## src/rv32e_pkg.sv

```systemverilog
// rv32e execute package: opcodes, alu operations, instruction views and pipeline structs
`default_nettype none

package rv32e_pkg;

    localparam int xlen      = 32;
    localparam int reg_idx_w = 5;

    // machine register 16 (mstatus) comes out of reset with mpp = 11
    localparam logic [xlen-1:0] mstatus_reset = 32'h0000_1800;

    typedef enum logic [6:0] {
        op_reg = 7'b0110011,
        op_imm = 7'b0010011,
        op_lui = 7'b0110111
    } opcode_e;

    typedef enum logic [3:0] {
        alu_add    = 4'd0,
        alu_sub    = 4'd1,
        alu_and    = 4'd2,
        alu_or     = 4'd3,
        alu_xor    = 4'd4,
        alu_slt    = 4'd5,
        alu_sltu   = 4'd6,
        alu_sll    = 4'd7,
        alu_srl    = 4'd8,
        alu_pass_b = 4'd9
    } alu_op_e;

    // funct3 codes shared by the reg and imm groups
    localparam logic [2:0] f3_add  = 3'b000;   // add, sub, addi
    localparam logic [2:0] f3_sll  = 3'b001;
    localparam logic [2:0] f3_slt  = 3'b010;
    localparam logic [2:0] f3_sltu = 3'b011;
    localparam logic [2:0] f3_xor  = 3'b100;
    localparam logic [2:0] f3_srl  = 3'b101;
    localparam logic [2:0] f3_or   = 3'b110;
    localparam logic [2:0] f3_and  = 3'b111;

    localparam logic [6:0] f7_base = 7'b0000000;
    localparam logic [6:0] f7_alt  = 7'b0100000;   // sub

    typedef struct packed {
        logic [6:0]           funct7;
        logic [reg_idx_w-1:0] rs2;
        logic [reg_idx_w-1:0] rs1;
        logic [2:0]           funct3;
        logic [reg_idx_w-1:0] rd;
        opcode_e              opcode;
    } r_fmt_t;

    typedef struct packed {
        logic [11:0]          imm12;
        logic [reg_idx_w-1:0] rs1;
        logic [2:0]           funct3;
        logic [reg_idx_w-1:0] rd;
        opcode_e              opcode;
    } i_fmt_t;

    // one instruction word, two ways of reading it
    typedef union packed {
        r_fmt_t r_fmt;
        i_fmt_t i_fmt;
    } inst_word_u;

    typedef struct packed {
        logic [reg_idx_w-1:0] rs1;
        logic [reg_idx_w-1:0] rs2;
        logic [reg_idx_w-1:0] rd;
        alu_op_e              alu_op;
        logic                 use_imm;   // b operand from immediate
        logic                 reg_wr;
        logic                 illegal;
    } ctrl_t;

    typedef struct packed {
        logic                 valid;
        logic [reg_idx_w-1:0] rd;
        logic [xlen-1:0]      data;
        logic                 reg_error;   // write index out of range
        logic                 illegal;
    } wb_t;

endpackage

`default_nettype wire

```

## src/rv32e_decoder.sv

```systemverilog
// instruction decoder: splits the word into register fields, alu operation and immediate
`default_nettype none

module rv32e_decoder (
    input  var rv32e_pkg::inst_word_u    inst,
    input  wire logic                    inst_valid,
    output rv32e_pkg::ctrl_t             ctrl,
    output logic [rv32e_pkg::xlen-1:0]   imm
);

    logic illegal;
    logic [9:0] funct;   // funct7 and funct3 of the r view

    assign funct = {inst.r_fmt.funct7, inst.r_fmt.funct3};

    always_comb begin
        illegal      = 1'b0;
        imm          = '0;
        ctrl         = '0;
        ctrl.rs1     = inst.r_fmt.rs1;
        ctrl.rs2     = inst.r_fmt.rs2;
        ctrl.rd      = inst.r_fmt.rd;
        ctrl.alu_op  = rv32e_pkg::alu_add;
        ctrl.use_imm = 1'b0;

        case (inst.r_fmt.opcode)
            rv32e_pkg::op_reg: begin
                case (funct)
                    {rv32e_pkg::f7_base, rv32e_pkg::f3_add}:  ctrl.alu_op = rv32e_pkg::alu_add;
                    {rv32e_pkg::f7_alt,  rv32e_pkg::f3_add}:  ctrl.alu_op = rv32e_pkg::alu_sub;
                    {rv32e_pkg::f7_base, rv32e_pkg::f3_and}:  ctrl.alu_op = rv32e_pkg::alu_and;
                    {rv32e_pkg::f7_base, rv32e_pkg::f3_or}:   ctrl.alu_op = rv32e_pkg::alu_or;
                    {rv32e_pkg::f7_base, rv32e_pkg::f3_xor}:  ctrl.alu_op = rv32e_pkg::alu_xor;
                    {rv32e_pkg::f7_base, rv32e_pkg::f3_slt}:  ctrl.alu_op = rv32e_pkg::alu_slt;
                    {rv32e_pkg::f7_base, rv32e_pkg::f3_sltu}: ctrl.alu_op = rv32e_pkg::alu_sltu;
                    {rv32e_pkg::f7_base, rv32e_pkg::f3_sll}:  ctrl.alu_op = rv32e_pkg::alu_sll;
                    {rv32e_pkg::f7_base, rv32e_pkg::f3_srl}:  ctrl.alu_op = rv32e_pkg::alu_srl;
                    default: illegal = 1'b1;   // sra and friends not kept
                endcase
            end

            rv32e_pkg::op_imm: begin
                // i view: sign extended 12 bit immediate
                ctrl.use_imm = 1'b1;
                imm = {{20{inst.i_fmt.imm12[11]}}, inst.i_fmt.imm12};
                case (inst.i_fmt.funct3)
                    rv32e_pkg::f3_add: ctrl.alu_op = rv32e_pkg::alu_add;
                    rv32e_pkg::f3_and: ctrl.alu_op = rv32e_pkg::alu_and;
                    rv32e_pkg::f3_or:  ctrl.alu_op = rv32e_pkg::alu_or;
                    rv32e_pkg::f3_xor: ctrl.alu_op = rv32e_pkg::alu_xor;
                    rv32e_pkg::f3_slt: ctrl.alu_op = rv32e_pkg::alu_slt;
                    default: illegal = 1'b1;   // shift and sltiu forms
                endcase
            end

            rv32e_pkg::op_lui: begin
                // u immediate rebuilt from the upper part of the i view
                ctrl.use_imm = 1'b1;
                ctrl.alu_op  = rv32e_pkg::alu_pass_b;
                imm = {inst.i_fmt.imm12, inst.i_fmt.rs1, inst.i_fmt.funct3, 12'h000};
            end

            default: illegal = 1'b1;
        endcase

        ctrl.illegal = illegal;
        // x0 target needs no write at all
        ctrl.reg_wr  = inst_valid && !illegal && (ctrl.rd != '0);
    end

endmodule

`default_nettype wire

```

## src/rv32e_reg_file.sv

```systemverilog
// register file: general registers plus four machine registers, two reads and one write
`default_nettype none

module rv32e_reg_file #(
    parameter int gpr_count = 16,
    parameter int csr_count = 4
) (
    input  wire logic                             clk,
    input  wire logic                             rst,
    input  wire logic [rv32e_pkg::reg_idx_w-1:0]  rs1,
    input  wire logic [rv32e_pkg::reg_idx_w-1:0]  rs2,
    input  wire logic [rv32e_pkg::reg_idx_w-1:0]  rd,
    input  wire logic                             reg_wr,
    input  wire logic [rv32e_pkg::xlen-1:0]       wr_data,
    output logic [rv32e_pkg::xlen-1:0]            rd_data_a,
    output logic [rv32e_pkg::xlen-1:0]            rd_data_b,
    output logic                                  wr_range_error
);

    localparam int total_count = gpr_count + csr_count;
    localparam int gpr_idx_w   = $clog2(gpr_count);
    localparam int csr_idx_w   = $clog2(csr_count);

    // csr[0] mstatus, csr[1] mtvec, csr[2] mepc, csr[3] mcause
    logic [rv32e_pkg::xlen-1:0] gpr [gpr_count];
    logic [rv32e_pkg::xlen-1:0] csr [csr_count];

    function automatic logic [rv32e_pkg::xlen-1:0] read_reg(
        input logic [rv32e_pkg::reg_idx_w-1:0] idx
    );
        logic [rv32e_pkg::xlen-1:0] val;
        val = '0;
        if (int'(idx) < gpr_count) begin
            val = gpr[gpr_idx_w'(idx)];   // x0 keeps its reset zero
        end else if (int'(idx) < total_count) begin
            val = csr[csr_idx_w'(int'(idx) - gpr_count)];
        end
        return val;
    endfunction

    always_ff @(posedge clk) begin
        if (rst) begin
            for (int i = 0; i < gpr_count; i++) begin
                gpr[i] <= '0;
            end
            for (int i = 1; i < csr_count; i++) begin
                csr[i] <= '0;
            end
            csr[0] <= rv32e_pkg::mstatus_reset;
        end else if (reg_wr && rd != '0) begin   // x0 ignores writes
            if (int'(rd) < gpr_count) begin
                gpr[gpr_idx_w'(rd)] <= wr_data;
            end else if (int'(rd) < total_count) begin
                csr[csr_idx_w'(int'(rd) - gpr_count)] <= wr_data;
            end
            // anything above the machine registers is dropped here
        end
    end

    always_comb begin
        rd_data_a = read_reg(rs1);
        rd_data_b = read_reg(rs2);
    end

    // flagged, not trapped
    assign wr_range_error = reg_wr && (int'(rd) >= total_count);

endmodule

`default_nettype wire

```

## src/rv32e_alu.sv

```systemverilog
// alu: add/sub, logic, signed and unsigned compare, logical shifts, operand pass
`default_nettype none

module rv32e_alu (
    input  var rv32e_pkg::alu_op_e             alu_op,
    input  wire logic [rv32e_pkg::xlen-1:0]    a,
    input  wire logic [rv32e_pkg::xlen-1:0]    b,
    output logic [rv32e_pkg::xlen-1:0]         result
);

    logic [4:0] shamt;
    logic       lt_signed;
    logic       lt_unsigned;

    assign shamt       = b[4:0];   // only low five bits count
    assign lt_signed   = $signed(a) < $signed(b);
    assign lt_unsigned = a < b;

    always_comb begin
        case (alu_op)
            rv32e_pkg::alu_add: begin
                result = a + b;
            end
            rv32e_pkg::alu_sub: begin
                result = a - b;
            end
            rv32e_pkg::alu_and: begin
                result = a & b;
            end
            rv32e_pkg::alu_or: begin
                result = a | b;
            end
            rv32e_pkg::alu_xor: begin
                result = a ^ b;
            end
            rv32e_pkg::alu_slt: begin
                result = {31'b0, lt_signed};
            end
            rv32e_pkg::alu_sltu: begin
                result = {31'b0, lt_unsigned};
            end
            rv32e_pkg::alu_sll: begin
                result = a << shamt;
            end
            rv32e_pkg::alu_srl: begin
                result = a >> shamt;   // zero fill
            end
            rv32e_pkg::alu_pass_b: begin
                result = b;   // lui
            end
            default: begin
                result = '0;
            end
        endcase
    end

endmodule

`default_nettype wire

```

## src/rv32e_exec_top.sv

```systemverilog
// single-cycle rv32e execute top: decode, register read, alu, writeback and status register
`default_nettype none

module rv32e_exec_top #(
    parameter int gpr_count = 16,
    parameter int csr_count = 4
) (
    input  wire logic                     clk,
    input  wire logic                     rst,
    input  var rv32e_pkg::inst_word_u     inst,
    input  wire logic                     inst_valid,
    output rv32e_pkg::wb_t                wb
);

    rv32e_pkg::ctrl_t           ctrl;
    logic [rv32e_pkg::xlen-1:0] imm;
    logic [rv32e_pkg::xlen-1:0] rd_data_a;
    logic [rv32e_pkg::xlen-1:0] rd_data_b;
    logic [rv32e_pkg::xlen-1:0] alu_b;
    logic [rv32e_pkg::xlen-1:0] result;
    logic                       wr_range_error;

    rv32e_decoder i_decoder (
        .inst       (inst),
        .inst_valid (inst_valid),
        .ctrl       (ctrl),
        .imm        (imm)
    );

    rv32e_reg_file #(
        .gpr_count (gpr_count),
        .csr_count (csr_count)
    ) i_reg_file (
        .clk            (clk),
        .rst            (rst),
        .rs1            (ctrl.rs1),
        .rs2            (ctrl.rs2),
        .rd             (ctrl.rd),
        .reg_wr         (ctrl.reg_wr),
        .wr_data        (result),
        .rd_data_a      (rd_data_a),
        .rd_data_b      (rd_data_b),
        .wr_range_error (wr_range_error)
    );

    assign alu_b = ctrl.use_imm ? imm : rd_data_b;

    rv32e_alu i_alu (
        .alu_op (ctrl.alu_op),
        .a      (rd_data_a),
        .b      (alu_b),
        .result (result)
    );

    // status shows up one cycle after the strobe, for one cycle
    always_ff @(posedge clk) begin
        if (rst) begin
            wb <= '0;
        end else begin
            wb.valid     <= inst_valid;
            wb.reg_error <= wr_range_error;   // reg_wr already implies a strobe
            wb.illegal   <= inst_valid && ctrl.illegal;
            if (inst_valid) begin
                wb.rd   <= ctrl.rd;
                wb.data <= ctrl.illegal ? '0 : result;
            end
        end
    end

endmodule

`default_nettype wire

```

## config.mk

```make
export PLATFORM = sky130hd
export DESIGN_NAME = rv32e_exec_top
export DESIGN_NICKNAME = d
export VERILOG_FILES = /design/src/rv32e_pkg.sv /design/src/rv32e_decoder.sv /design/src/rv32e_reg_file.sv /design/src/rv32e_alu.sv /design/src/rv32e_exec_top.sv
export SDC_FILE = /design/constraint.sdc
export NUM_CORES = 2
export LEC_CHECK = 0
export BUFFER_PORTS_ARGS = -buffer_cell sky130_fd_sc_hd__buf_2
export CAP_MARGIN = 20
export CORE_ASPECT_RATIO = 1.2
export CORE_MARGIN = 2
export CORE_UTILIZATION = 45
export DETAILED_ROUTE_END_ITERATION = 6
export GPL_ROUTABILITY_DRIVEN = 0
export MAX_ROUTING_LAYER = met4
export PLACE_DENSITY = 0.63
export SLEW_MARGIN = 20
export SYNTH_ARGS = -nofsm -noshare
export SYNTH_HDL_FRONTEND = slang
export SYNTH_HIERARCHICAL = 1
export SYNTH_SLANG_ARGS = --single-unit
```

## constraint.sdc

```tcl
create_clock -name clk -period 9.8 [get_ports clk]
set_clock_uncertainty 0.05 [all_clocks]
set_input_delay 2.94 -clock clk [delete_from_list [all_inputs] [get_ports clk]]
set_output_delay 2.94 -clock clk [all_outputs]
set_load 0.03 [all_outputs]
```

==> results.json <==
{
  "r2r-start": "i_reg_file/gpr[4][8]$_SDFFCE_PN0P_",
  "yosys.cell_types.count": 103,
  "power.total_mw": 7.90,
  "setup_viol": 0,
  "hold_buffers": 0,
  "drt_iter0_drc": 4149,
  "p_clk_share_pct": 34.4,
  "clk_latency_ns": 0.64,
  "wire_per_inst_microns": 29.7,
  "crit_fanout": 38,
  "outcome": "complete, no violations",
  "post-route-period-util_pct": 85.5,
  "grt_max_degree": 79,
  "regArea_sq_um": 20000,
  "io_pins": 75,
  "via_per_inst": 6.48,
  "placed_area_sq_um": 46700,
  "worst_slew_pin_slew_ns": 1.22,
  "syn-instance-count": 3882,
  "first_pass_iters": 6,
  "internal_power_mw": 5.42,
  "slew-limit-headroom_pct": 18.7,
  "h-tree-depth": 3,
  "die_h_microns": 350,
  "die_w_microns": 293,
  "syn_area_sq_um": 45000,
  "cts_setup_buffers": 0,
  "layout_min_cycle_time_ns": 8.38,
  "min_to": "wb[18]$_SDFFE_PP0P_",
  "endpoint_kind": "flop",
  "ys_seq_area_share_pct": 44.5,
  "synth_flop_cell": "edfxtp_1",
  "clk_pin_slew_ns": 0.06,
  "maxCapViolations": 0,
  "layout_common_cells": "edfxtp_1, and2_1, mux2i_1",
  "async_flop_share_pct": 0,
  "port_buffers": 74,
  "max_freq_ghz": 0.119,
  "post_cts_resized": 0,
  "synth_edf_count": 640,
  "powerDensity_nw_per_um2": 161,
  "clock_sinks": 680,
  "core_area_sq_um": 99500,
  "fp-row-count": 127,
  "rr_worst_depth": 17,
  "grt_pass1_vias": 32700,
  "initial_core_util_pct": 45.2,
  "ant_nets": 0,
  "synth_seq_cells": 680,
  "post-dp-hpwl_mm": 103,
  "grt_overflow": 0,
  "cts_max_path_buffers": 3,
  "area_growth_pct": 9.06,
  "critPathKind": "in -> reg",
  "final_common_cell": "edfxtp_1",
  "start_kind": "primary input",
  "postSynthAreaPerCell_sq_um": 11.6,
  "vias": 33700,
  "die_area_sq_um": 103000,
  "fin_tns_setup_ns": 0,
  "reg2reg_to": "i_reg_file/gpr[1][29]$_SDFFCE_PN0P_",
  "antenna_found_initial": 4,
  "multi_input_area_sq_um": 23100,
  "cts_buffers": 74,
  "ir_drop_v": 0.000111,
  "r2r_setup_slack_ns": 4.09,
  "p_leak_nw": 18.6,
  "pwr-share-seq_pct": 42.0,
  "grt_use_total_pct": 30.6,
  "maxSlewViolCount": 0,
  "finalNetCount": 3989,
  "cp_data_arrival_time_ns": 8.82,
  "grt_pass1_wl_mm": 223,
  "p_sw_share_pct": 31.4,
  "min_from": "wb[18]$_SDFFE_PP0P_",
  "power.switching_mw": 2.48,
  "design_area_sq_um": 49100,
  "wl_mm": 155,
  "drive_gt1_share_pct": 17.9,
  "pwr-share-comb_pct": 23.6,
  "fillers": 8777,
  "hold_viol": 0,
  "yosys_warnings": 6,
  "drc": 0,
  "critPathRequiredTime_ns": 10.24,
  "holdPathStages": 2,
  "tritoncts": "built",
  "rsz0062_at_grt": "false",
  "hold_class": "reg -> reg",
  "root_buffer": "clkbuf_16"
}
stage by stage:
| stage | hold WS (ns) | worst slack (ns) | cells | util, % |
|---|---|---|---|---|
| floorplan | 0.541 | 1.24 | 3913 | - |
| global route | 0.428 | 1.21 | 5202 | 49.3 |
| detailed placement | 0.406 | 0.994 | 5067 | 47.0 |
| finish | 0.414 | 1.42 | 5202 | 49.3 |
| global placement | 0.401 | 1.06 | 5066 | 47.0 |
| CTS | 0.415 | 1.61 | 5199 | 49.3 |
area by class of cell:
type	instances	area share [%]
diodes	1	0.00510
inverters	100	0.765
clock buffers	102	4.11
repair buffers	225	3.32
well taps	1290	3.29
multi-input cells	2774	47.1
clock inverters	30	0.546
flip-flops and latches	680	40.8
worst max path at each step:
stage          startpoint                                  end  slack [ns]  depth (start not counted)
2_1_floorplan    inst[20]   i_reg_file/gpr[4][0]$_SDFFCE_PN0P_        1.24                         25
3_3_place_gp     inst[20]                  wb[24]$_SDFFE_PP0P_        1.06                         21
3_5_place_dp     inst[20]  i_reg_file/gpr[1][29]$_SDFFCE_PN0P_        0.99                         20
4_1_cts          inst[20]  i_reg_file/gpr[1][29]$_SDFFCE_PN0P_        1.61                         20
5_1_grt          inst[20]  i_reg_file/gpr[7][29]$_SDFFCE_PN0P_        1.21                         22
6_report         inst[15]  i_reg_file/gpr[1][29]$_SDFFCE_PN0P_        1.42                         19
layer usage:
metal / vias up / part of all wire [%] / routed length, microns / GRT usage, %
met3: 470 / 11 / 17100 / 6.81
met5: - / 0 / 0 / -
li1: 14400 / - / - / -
met2: 2001 / 46 / 71000 / 47.3
met4: 0 / 5.1 / 7920 / 13.8
met1: 16800 / 38 / 58500 / 38.4
critical path, stage by stage:
cell and delay [ns]:
buf_8 0.38, buf_4 0.36, mux4_2 0.27, mux2i_1 0.13, o211ai_1 0.85, inv_1 0.23, ha_1 0.49, inv_2 0.08
a2111oi_1 0.54, a2111oi_2 0.20, nor2_1 0.41, o31a_1 0.24, o21ai_1 0.10, a31oi_1 0.26, mux2i_1 0.14, xnor2_1 0.15
o21ai_1 0.49, buf_4 0.31, and2_1 0.16
Yosys cell counts (9+ instances only):
cell | number | area, sq um
nor2b_1 | 15 | 93.8
mux2_4 | 30 | 450
inv_1 | 91 | 342
and2_2 | 14 | 105
nor4_1 | 13 | 81.3
o221ai_1 | 11 | 96.3
dfxtp_1 | 40 | 801
a21o_1 | 24 | 180
or2_2 | 23 | 144
a21oi_1 | 161 | 806
nor3_1 | 30 | 150
nor2_1 | 173 | 649
xnor2_1 | 24 | 210
clkbuf_1 | 206 | 773
mux4_2 | 224 | 5040
a31oi_1 | 19 | 119
buf_1 | 18 | 67.6
nand3_1 | 84 | 420
nand3b_1 | 34 | 255
buf_4 | 29 | 218
nand4_1 | 9 | 56.3
o21ai_0 | 112 | 561
o31ai_1 | 10 | 75.1
a221oi_1 | 14 | 123
nand2b_1 | 45 | 282
buf_2 | 69 | 345
edfxtp_1 | 640 | 19200
o211ai_1 | 96 | 721
buf_6 | 23 | 259
o21bai_1 | 16 | 120
a211oi_1 | 10 | 75.1
nand2_1 | 157 | 589
mux2i_1 | 374 | 3740
ha_1 | 97 | 1210
a21o_2 | 9 | 78.8
or3_1 | 19 | 119
a22oi_1 | 155 | 1160
clkbuf_2 | 11 | 55.1
and2_1 | 608 | 3800
state kept, by name (all words and copies together) (netlist names):
name            count
wb                 40
i_reg_file/gpr    512
i_reg_file/csr    128
logic make-up after synthesis:
| family | count (synthesis) | share of synthesized area [%] |
|---|---|---|
| and+or+nand+nor | 1259 | 15.8 |
| AOI/OAI and AO/OA | 723 | 10.9 |
| DFF | 680 | 44.5 |
| muxes | 635 | 20.7 |
| buffers and inverters | 459 | 4.79 |
| adders and majority gates | 99 | 2.79 |
| xor gates and xnor gates | 26 | 0.506 |
| other | 1 | 0.00834 |
power groups by stage:
stage	clock network, mW	registers [mW]	logic, mW
detailed placement	0	3.38	1.79
global route	2.86	3.33	1.95
CTS	2.75	3.32	1.80
global placement	0	3.37	1.78
floorplan	0	3.37	1.14
finish	2.72	3.32	1.87
No activity file was read; power rests on OpenSTA's default activity.
